### src/rtl/io_bus_pkg.sv
package io_bus_pkg;

	////////////////////////////////////////
	// Eight-bit port devices
	////////////////////////////////////////

	// Device codes, also the bit index into the toggle vectors
	typedef enum logic [2:0]
	{
		IO_NONE,
		IO_SPI,
		IO_PIT,
		IO_PIC,
		IO_VGA,
		IO_DBG,
		IO_PS2,
		IO_COM1
	} io_dev_t;

	typedef logic [7:0] io_byte_t;

	// Ten bits cover every mapped port up to 3FF
	typedef logic [9:0] io_addr_t;

	// One bit per device code
	typedef logic [7:0] io_dev_vec_t;

	// One read byte per device code
	typedef io_byte_t [7:0] io_dev_bytes_t;

	// Current byte request towards the devices
	typedef struct packed
	{
		io_addr_t port;
		io_byte_t data;
		io_dev_t  dev;
	} io_req_t;

endpackage

### src/rtl/pc_bus_pkg.sv
package pc_bus_pkg;

	import io_bus_pkg::*;

	////////////////////////////////////////
	// 80286 bus
	////////////////////////////////////////

	typedef logic [23:0] cpu_addr_t;
	typedef logic [15:0] cpu_data_t;

	// Low address bits during an I/O cycle
	typedef logic [11:0] io_port_t;

	typedef enum logic [2:0]
	{
		CYC_IDLE,
		CYC_MEM_READ,
		CYC_MEM_WRITE,
		CYC_IO_READ,
		CYC_IO_WRITE,
		CYC_INTA
	} bus_cycle_t;

	// Decoded bus cycle, held until the next address phase
	typedef struct packed
	{
		bus_cycle_t cycle;
		io_dev_t    dev;
		io_port_t   port;
		logic       bhe_n;
		cpu_data_t  wdata;
	} bus_cmd_t;

	// Unmapped and memory reads
	localparam cpu_data_t DATA_ALL_ONES = 16'hFFFF;

	////////////////////////////////////////
	// I/O port map
	////////////////////////////////////////

	function automatic io_dev_t io_port_map(io_port_t port, logic rd);
		io_dev_t dev;
		dev = IO_NONE;
		if (port >= 12'h0B0 && port <= 12'h0B3)
			dev = IO_SPI;
		else if (port >= 12'h040 && port <= 12'h043)
			dev = IO_PIT;
		else if (port >= 12'h020 && port <= 12'h021)
			dev = IO_PIC;
		else if ((port >= 12'h3A0 && port <= 12'h3DF) || port == 12'h0BE)
			dev = IO_VGA;
		// Debug UART has no read side
		else if (port == 12'h0BC && !rd)
			dev = IO_DBG;
		else if (port >= 12'h060 && port <= 12'h067)
			dev = IO_PS2;
		else if (port >= 12'h3F8 && port <= 12'h3FF)
			dev = IO_COM1;
		return dev;
	endfunction

endpackage

### src/rtl/cpu_reset_timer.sv
`timescale 1ns/100ps

module cpu_reset_timer #(
	parameter int RESET_HOLD_CYCLES = 64
)(
	input  logic clk,
	input  logic reset_n,
	output logic cpu_reset
);

	// One spare count so a hold of one cycle still has a counter bit
	localparam int CNT_W = $clog2(RESET_HOLD_CYCLES + 1);

	logic [CNT_W-1:0] hold_cnt;

	always_ff @(posedge clk or negedge reset_n)
	begin
		if (!reset_n)
		begin
			hold_cnt  <= '0;
			cpu_reset <= 1'b1;
		end
		else if (cpu_reset)
		begin
			// Release on the last held cycle, then stay low
			if (hold_cnt == CNT_W'(RESET_HOLD_CYCLES - 1))
				cpu_reset <= 1'b0;
			else
				hold_cnt <= hold_cnt + 1'b1;
		end
	end

endmodule

### src/rtl/bus_cycle_decoder.sv
`timescale 1ns/100ps

module bus_cycle_decoder import pc_bus_pkg::*, io_bus_pkg::*;
(
	input  logic      clk,
	input  logic      reset_n,
	input  cpu_addr_t cpu_a,
	input  logic      cpu_bhe_n,
	input  logic      cpu_s0_n,
	input  logic      cpu_s1_n,
	input  logic      cpu_mio,
	input  logic      cpu_inta_n,
	input  cpu_data_t cpu_wdata,
	output bus_cmd_t  cmd,
	output logic      start
);

	// Status lines of the previous edge
	logic [1:0] prev_status;

	logic       addr_phase;
	logic       data_phase;
	bus_cycle_t cycle_dec;
	io_dev_t    dev_dec;

	////////////////////////////////////////
	// Phase detection
	////////////////////////////////////////

	// Any status line low marks the address phase
	assign addr_phase = !cpu_s1_n || !cpu_s0_n;

	// Both high again right after an address phase
	assign data_phase = !addr_phase && (prev_status != 2'b11);

	////////////////////////////////////////
	// Cycle type and target device
	////////////////////////////////////////

	always_comb
	begin
		casez ({cpu_inta_n, cpu_mio, cpu_s1_n, cpu_s0_n})
			4'b?101: cycle_dec = CYC_MEM_READ;
			4'b?110: cycle_dec = CYC_MEM_WRITE;
			4'b?001: cycle_dec = CYC_IO_READ;
			4'b?010: cycle_dec = CYC_IO_WRITE;
			4'b0000: cycle_dec = CYC_INTA;
			// Halt and passive status
			default: cycle_dec = CYC_IDLE;
		endcase
	end

	// Only I/O cycles reach a port device
	always_comb
	begin
		if (cycle_dec == CYC_IO_READ || cycle_dec == CYC_IO_WRITE)
			dev_dec = io_port_map(cpu_a[11:0], cycle_dec == CYC_IO_READ);
		else
			dev_dec = IO_NONE;
	end

	////////////////////////////////////////
	// Command register
	////////////////////////////////////////

	always_ff @(posedge clk or negedge reset_n)
	begin
		if (!reset_n)
		begin
			prev_status <= 2'b11;
			cmd         <= '0;
			start       <= 1'b0;
		end
		else
		begin
			prev_status <= {cpu_s1_n, cpu_s0_n};
			start       <= 1'b0;

			if (addr_phase)
			begin
				cmd.cycle <= cycle_dec;
				cmd.dev   <= dev_dec;
				cmd.port  <= cpu_a[11:0];
				cmd.bhe_n <= cpu_bhe_n;
			end
			else if (data_phase)
			begin
				// Write data is valid on this edge
				cmd.wdata <= cpu_wdata;
				start     <= cmd.cycle != CYC_IDLE;
			end
			else if (start)
				// Handed over, the bridge keeps its own copy of the type
				cmd.cycle <= CYC_IDLE;
		end
	end

endmodule

### src/rtl/io_byte_bridge.sv
`timescale 1ns/100ps

module io_byte_bridge import pc_bus_pkg::*, io_bus_pkg::*;
(
	input  logic      clk,
	input  logic      reset_n,
	input  bus_cmd_t  cmd,
	input  logic      start,
	input  io_byte_t  irq_vector,
	input  logic      io_idle,
	input  io_byte_t  io_byte,
	output io_req_t   req,
	output logic      rd_strobe,
	output logic      wr_strobe,
	output cpu_data_t cpu_rdata,
	output logic      cpu_ready
);

	typedef enum logic [1:0]
	{
		BR_IDLE,
		BR_WAIT,
		BR_RUN
	} br_state_t;

	br_state_t  state;
	bus_cycle_t cyc;
	logic       phase0;
	logic       phase1;
	cpu_data_t  result;
	cpu_data_t  word_next;
	logic       cmd_io;
	logic       first_issue;
	logic       second_issue;
	logic       phase_done;
	logic       last_phase;

	assign cmd_io = cmd.cycle == CYC_IO_READ || cmd.cycle == CYC_IO_WRITE;

	// Unmapped ports complete each phase on their own in one cycle
	assign phase_done = cmd.dev == IO_NONE || io_idle;

	////////////////////////////////////////
	// Byte requests
	////////////////////////////////////////

	// First byte goes out with start, even port first
	assign first_issue = state == BR_WAIT && start && cmd_io && cmd.dev != IO_NONE
		&& (!cmd.port[0] || !cmd.bhe_n);

	// High byte once the low byte is acknowledged
	assign second_issue = state == BR_RUN && phase0 && phase1 && phase_done
		&& cmd.dev != IO_NONE;

	assign rd_strobe = first_issue ? cmd.cycle == CYC_IO_READ :
		second_issue && cyc == CYC_IO_READ;
	assign wr_strobe = first_issue ? cmd.cycle == CYC_IO_WRITE :
		second_issue && cyc == CYC_IO_WRITE;

	// Outside start only the odd phase is ever issued
	assign req.port = {cmd.port[9:1], start ? cmd.port[0] : 1'b1};
	assign req.data = (start && !cmd.port[0]) ? cmd.wdata[7:0] : cmd.wdata[15:8];
	assign req.dev  = cmd.dev;

	////////////////////////////////////////
	// Read word assembly
	////////////////////////////////////////

	always_comb
	begin
		word_next = result;
		if (state == BR_RUN && phase_done && cyc == CYC_IO_READ && cmd.dev != IO_NONE)
		begin
			if (phase0)
				word_next[7:0] = io_byte;
			else if (phase1)
				word_next[15:8] = io_byte;
		end
	end

	// Nothing left after the current edge
	assign last_phase = state == BR_RUN &&
		(phase0 ? (phase_done && !phase1) : (!phase1 || phase_done));

	always_ff @(posedge clk)
	begin
		// Unrequested bytes read as FF
		if (state == BR_WAIT && start)
			result <= DATA_ALL_ONES;
		else if (state == BR_RUN)
			result <= word_next;

		if (last_phase)
		begin
			case (cyc)
				CYC_IO_READ: cpu_rdata <= word_next;
				CYC_INTA:    cpu_rdata <= {8'h00, irq_vector};
				default:     cpu_rdata <= DATA_ALL_ONES;
			endcase
		end
	end

	////////////////////////////////////////
	// Cycle FSM and ready
	////////////////////////////////////////

	always_ff @(posedge clk or negedge reset_n)
	begin
		if (!reset_n)
		begin
			state     <= BR_IDLE;
			cyc       <= CYC_IDLE;
			phase0    <= 1'b0;
			phase1    <= 1'b0;
			cpu_ready <= 1'b1;
		end
		else
		begin
			case (state)
				BR_IDLE:
				begin
					// Address phase seen, hold the CPU
					if (cmd.cycle != CYC_IDLE)
					begin
						cpu_ready <= 1'b0;
						state     <= BR_WAIT;
					end
				end
				BR_WAIT:
				begin
					if (start)
					begin
						cyc    <= cmd.cycle;
						phase0 <= cmd_io && !cmd.port[0];
						phase1 <= cmd_io && !cmd.bhe_n;
						state  <= BR_RUN;
					end
				end
				default:
				begin
					if (phase0 && phase_done)
						phase0 <= 1'b0;
					else if (!phase0 && phase1 && phase_done)
						phase1 <= 1'b0;
					if (last_phase)
					begin
						cpu_ready <= 1'b1;
						state     <= BR_IDLE;
					end
				end
			endcase
		end
	end

endmodule

### src/rtl/io_request_port.sv
`timescale 1ns/100ps

module io_request_port import io_bus_pkg::*;
(
	input  logic          clk,
	input  logic          reset_n,
	input  io_req_t       req,
	input  logic          rd_strobe,
	input  logic          wr_strobe,
	input  io_dev_vec_t   io_rd_ack,
	input  io_dev_vec_t   io_wr_ack,
	input  io_dev_bytes_t io_rdata,
	output io_req_t       io_req,
	output io_dev_vec_t   io_rd_req,
	output io_dev_vec_t   io_wr_req,
	output logic          io_idle,
	output io_byte_t      io_byte
);

	////////////////////////////////////////
	// Request toggles
	////////////////////////////////////////

	// A flip of one bit is one request to that device
	always_ff @(posedge clk or negedge reset_n)
	begin
		if (!reset_n)
		begin
			io_rd_req <= '0;
			io_wr_req <= '0;
		end
		else
		begin
			if (rd_strobe)
				io_rd_req[req.dev] <= ~io_rd_req[req.dev];
			if (wr_strobe)
				io_wr_req[req.dev] <= ~io_wr_req[req.dev];
		end
	end

	// Port, byte and device held for the whole request
	always_ff @(posedge clk)
	begin
		if (rd_strobe || wr_strobe)
			io_req <= req;
	end

	////////////////////////////////////////
	// Completion and read data
	////////////////////////////////////////

	// Every device has caught up with its request
	assign io_idle = (io_rd_req == io_rd_ack) && (io_wr_req == io_wr_ack);

	// Byte of the device being addressed
	assign io_byte = io_rdata[io_req.dev];

endmodule

### src/rtl/pc_bus_top.sv
`timescale 1ns/100ps

module pc_bus_top import pc_bus_pkg::*, io_bus_pkg::*; #(
	parameter int RESET_HOLD_CYCLES = 64
)(
	input  logic          clk,
	input  logic          reset_n,

	// CPU side
	input  cpu_addr_t     cpu_a,
	input  logic          cpu_bhe_n,
	input  logic          cpu_s0_n,
	input  logic          cpu_s1_n,
	input  logic          cpu_mio,
	input  logic          cpu_inta_n,
	input  cpu_data_t     cpu_wdata,
	input  io_byte_t      irq_vector,
	output cpu_data_t     cpu_rdata,
	output logic          cpu_ready,
	output logic          cpu_reset,

	// Port devices
	output io_req_t       io_req,
	output io_dev_vec_t   io_rd_req,
	output io_dev_vec_t   io_wr_req,
	input  io_dev_vec_t   io_rd_ack,
	input  io_dev_vec_t   io_wr_ack,
	input  io_dev_bytes_t io_rdata
);

	bus_cmd_t cmd;
	logic     start;
	io_req_t  req;
	logic     rd_strobe;
	logic     wr_strobe;
	logic     io_idle;
	io_byte_t io_byte;

	cpu_reset_timer #(
		.RESET_HOLD_CYCLES(RESET_HOLD_CYCLES)
	) cpu_reset_timer_inst (
		.clk       (clk),
		.reset_n   (reset_n),
		.cpu_reset (cpu_reset)
	);

	// Bus sampling and decode
	bus_cycle_decoder bus_cycle_decoder_inst (
		.clk        (clk),
		.reset_n    (reset_n),
		.cpu_a      (cpu_a),
		.cpu_bhe_n  (cpu_bhe_n),
		.cpu_s0_n   (cpu_s0_n),
		.cpu_s1_n   (cpu_s1_n),
		.cpu_mio    (cpu_mio),
		.cpu_inta_n (cpu_inta_n),
		.cpu_wdata  (cpu_wdata),
		.cmd        (cmd),
		.start      (start)
	);

	// 16 to 8 bit bridge
	io_byte_bridge io_byte_bridge_inst (
		.clk        (clk),
		.reset_n    (reset_n),
		.cmd        (cmd),
		.start      (start),
		.irq_vector (irq_vector),
		.io_idle    (io_idle),
		.io_byte    (io_byte),
		.req        (req),
		.rd_strobe  (rd_strobe),
		.wr_strobe  (wr_strobe),
		.cpu_rdata  (cpu_rdata),
		.cpu_ready  (cpu_ready)
	);

	io_request_port io_request_port_inst (
		.clk       (clk),
		.reset_n   (reset_n),
		.req       (req),
		.rd_strobe (rd_strobe),
		.wr_strobe (wr_strobe),
		.io_rd_ack (io_rd_ack),
		.io_wr_ack (io_wr_ack),
		.io_rdata  (io_rdata),
		.io_req    (io_req),
		.io_rd_req (io_rd_req),
		.io_wr_req (io_wr_req),
		.io_idle   (io_idle),
		.io_byte   (io_byte)
	);

endmodule

### config.mk
export PLATFORM = sky130hd
export DESIGN_NAME = pc_bus_top
export DESIGN_NICKNAME = d
export VERILOG_FILES = /design/src/rtl/io_bus_pkg.sv /design/src/rtl/pc_bus_pkg.sv /design/src/rtl/cpu_reset_timer.sv /design/src/rtl/bus_cycle_decoder.sv /design/src/rtl/io_byte_bridge.sv /design/src/rtl/io_request_port.sv /design/src/rtl/pc_bus_top.sv
export SDC_FILE = /design/constraint.sdc
export NUM_CORES = 1
export LEC_CHECK = 0
export BUFFER_PORTS_ARGS = -buffer_cell sky130_fd_sc_hd__buf_2
export CAP_MARGIN = 20
export CORE_MARGIN = 2
export CORE_UTILIZATION = 32
export CTS_BUF_LIST = sky130_fd_sc_hd__clkbuf_16
export DETAILED_ROUTE_END_ITERATION = 6
export GPL_ROUTABILITY_DRIVEN = 0
export GPL_TIMING_DRIVEN = 0
export PLACE_DENSITY_LB_ADDON = 0.08
export SETUP_SLACK_MARGIN = 0.2
export SLEW_MARGIN = 20
export SYNTH_ARGS = -nofsm -noshare
export SYNTH_HDL_FRONTEND = slang
export SYNTH_SLANG_ARGS = --single-unit
### constraint.sdc
create_clock -name clk -period 6.34 [get_ports clk]
set_clock_uncertainty 0.05 [all_clocks]
set_input_delay 1.268 -clock clk [delete_from_list [all_inputs] [get_ports clk]]
set_output_delay 1.268 -clock clk [all_outputs]
set_load 0.02 [all_outputs]
==> flow_summary.ini <==
[timing]
slew_headroom = 0.566
hold_viol = 0
setup_viol = 0
rsz0062_at_grt = false
final.setup.tns_ps = 0
slew_viol_final = 0
fin_crit_ps = 3710
fin_ws_ps = 2630
fmax_ghz = 0.270
fin_hold_ws_ps = 391
worst_slew_pin_slew_ps = 650
fin_crit_sh = 0.585

[floorplanning]
die-area_um2 = 20400
die_y_um = 143
initial_utilization = 0.328
ioPinCount = 190
core_area_um2 = 18800
rows = 50
die_width_um = 143

[pwr]
p_switching_uw = 569
worst_ir_drop_vdd_v = 0.000213
sw_frac_of_total = 0.261
leakage_nw = 3.31
powerDensity_nw_per_um2 = 271
p_int_mw = 1.61
seq_power_share = 0.426
pwr-share-clk = 0.429
combPwrFrac = 0.145

[cts]
cts_made_buffers = 17
cts_tree = done
path_clk_slew_ps = 60
cts_setup_buffers = 0
clockRootBuffer = clkbuf_16
ctsHoldBuffers = 0
h-tree-depth = 4
cts_resized = 0
clock_sinks = 121
clk_path_buf_depth = 2
clkLatencyLatePin_ps = 420

[worst_setup_path]
path_max_fanout = 16
critPathArrivalTime_ps = 3700
crit_path_start_kind = input pin
cp_data_required_time_ps = 6340
crit_path_end_kind = register
worstSetupPathType = input pin to register

[grt]
grt_pass1_vias = 5051
grt_max_degree = 55
antenna_found_initial = 0
grt_pass1_wl_um = 25900
overflow = 0
gr-usage-all-layers = 0.164

[layout]
final_cell_area_um2 = 8040
nets = 864
final_common_cell = buf_2
areaGrowthSynthToFinish_pct = 30.1
stdcell_count = 1002
drive_above_1_share = 0.422
n_fill_cell = 1804
layout_common_cells = 187 x buf_2, 64 x dfrtp_1, 55 x nand2_1

[yosys]
synth-simple-area-share = 0.132
synth_edf_count = 37
synth.avg_cell_area_um2 = 11.7
synth_compound_area_frac = 0.109
async_reset_ff_frac = 0.562
synth.area.top_cells = dfrtp_1 26%, edfxtp_1 18%, mux2_2 8.2%
synth-seq-cells = 121
synth_top_area_share = 0.259
syn-cell-area_um2 = 6180
synth_seq_area_share = 0.508
synth_top_family_by_area = multiplexers
synthMuxAreaShare = 0.178
synth-xor-area-share = 0.0298
ys_types = 63
syn-instance-count = 530
synth_nets = 666
synthAdderAreaFrac = 0.00203
ys.flop_type = dfrtp_1
ys_warn_count = 0
synth_top_cell_by_area = dfrtp_1

[place]
portBuffers = 177
dp_hpwl_um = 12300
place_area_um2 = 7460
pre_cts_slack_ps = 2170
dpl.cell_count = 969

[routing]
vias = 4939
drt_iter0_drc = 246
wl_um = 16000
drcViolationCount = 0
first_pass_iters = 5
routedWlPerCell_um = 16.0
vias_per_cell = 4.93
detail-route-antenna-nets = 0

[outcome]
status = finished, final reports clean

[job]
maxCapViolCount = 0

[hold_path]
holdCritPathClass = register to register
==> area by class of cell <==
type | count | area, um^2 | share of cell area
diodes | 1 | 2.50 | 0.000311
plain buffers | 35 | 180 | 0.0224
clock buffers | 17 | 425 | 0.0529
clock inverters | 15 | 151 | 0.0188
inverters | 18 | 67.6 | 0.00841
multi-input cells | 356 | 2800 | 0.349
flip-flops and latches | 121 | 3140 | 0.391
well taps | 260 | 325 | 0.0405
repair buffers | 179 | 943 | 0.117
==> per-layer routing <==
metal | vias to the layer above | GRT usage | share of wire
li1 | 2371 | - | -
met1 | 2406 | 0.197 | 0.43
met2 | 146 | 0.279 | 0.49
met3 | 16 | 0.0543 | 0.058
met4 | 0 | 0.0490 | 0.016
met5 | - | 0 | 0
==> cells in the mapped netlist (all sizes together) (17+ instances only) <==
master,instances
clkbuf,19
inv,18
nand3,31
nor2,22
xor2,17
edfxtp,37
nand2,55
dfrtp,64
o21ai,29
mux2,54
mux4,17
==> through the flow <==
stage / power [mW] / utilization
6_report: 2.18 / 0.427
5_1_grt: 2.29 / 0.427
4_1_cts: 2.21 / 0.427
3_5_place_dp: 1.26 / 0.396
3_3_place_gp: 1.25 / 0.392
2_1_floorplan: 1.14 / -
==> path summary, 6_finish.rpt <==
check | startpoint | to | slack, ps | cells past startpoint
max | io_wr_ack[5] | io_byte_bridge_inst.cpu_rdata[11] | 2630 | 7
min | bus_cycle_decoder_inst.cmd[20] | io_request_port_inst.io_req[14] | 390 | 0
max reg2reg | io_request_port_inst.io_wr_req[5] | io_byte_bridge_inst.cpu_rdata[11] | 3160 | 6
min reg2reg | bus_cycle_decoder_inst.cmd[20] | io_request_port_inst.io_req[14] | 390 | 0
max in group asynchronous | reset_n | io_byte_bridge_inst.cpu_ready | 4980 | 2
min in group asynchronous | reset_n | bus_cycle_decoder_inst.cmd[4] | 660 | 1
==> state kept, by name, summed over array words and instances, names as in the netlist <==
| name | flops |
|---|---|
| bus_cycle_decoder_inst.cmd | 33 |
| io_request_port_inst.io_req | 21 |
| io_byte_bridge_inst.cpu_rdata | 16 |
| io_byte_bridge_inst.result | 16 |
| io_request_port_inst.io_rd_req | 8 |
| io_request_port_inst.io_wr_req | 8 |
| cpu_reset_timer_inst.hold_cnt | 7 |
| io_byte_bridge_inst.cyc | 3 |
| bus_cycle_decoder_inst.prev_status | 2 |
| io_byte_bridge_inst.state | 2 |
| bus_cycle_decoder_inst.start | 1 |
| cpu_reset_timer_inst.cpu_reset | 1 |
| io_byte_bridge_inst.cpu_ready | 1 |
| io_byte_bridge_inst.phase0 | 1 |
| io_byte_bridge_inst.phase1 | 1 |
==> power groups by stage <==
| stage | registers, mW | logic [mW] | clock network [mW] |
|---|---|---|---|
| 2_1_floorplan | 0.959 | 0.176 | 0 |
| 3_3_place_gp | 0.939 | 0.310 | 0 |
| 3_5_place_dp | 0.942 | 0.319 | 0 |
| 4_1_cts | 0.928 | 0.320 | 0.962 |
| 5_1_grt | 0.936 | 0.353 | 0.997 |
| 6_report | 0.927 | 0.316 | 0.936 |
==> worst max-delay path, stage by stage <==
cell and delay, ps:
buf_2 100, xor2_1 150, nor4_1 550, nand4_1 430, buf_2 340, a311o_1 350
nand2_1 500
==> cells by family (layout without fill, tap and decap cells) <==
| kind of cell | count (synthesis) | in the layout |
|---|---|---|
| simple gates | 160 | 160 |
| flops | 121 | 121 |
| compound gates | 95 | 95 |
| mux | 79 | 79 |
| buf+inv | 53 | 264 |
| xor+xnor | 21 | 21 |
| fa+ha+maj | 1 | 1 |
| other cells | 0 | 1 |
Power figures use the tool's default switching activity.
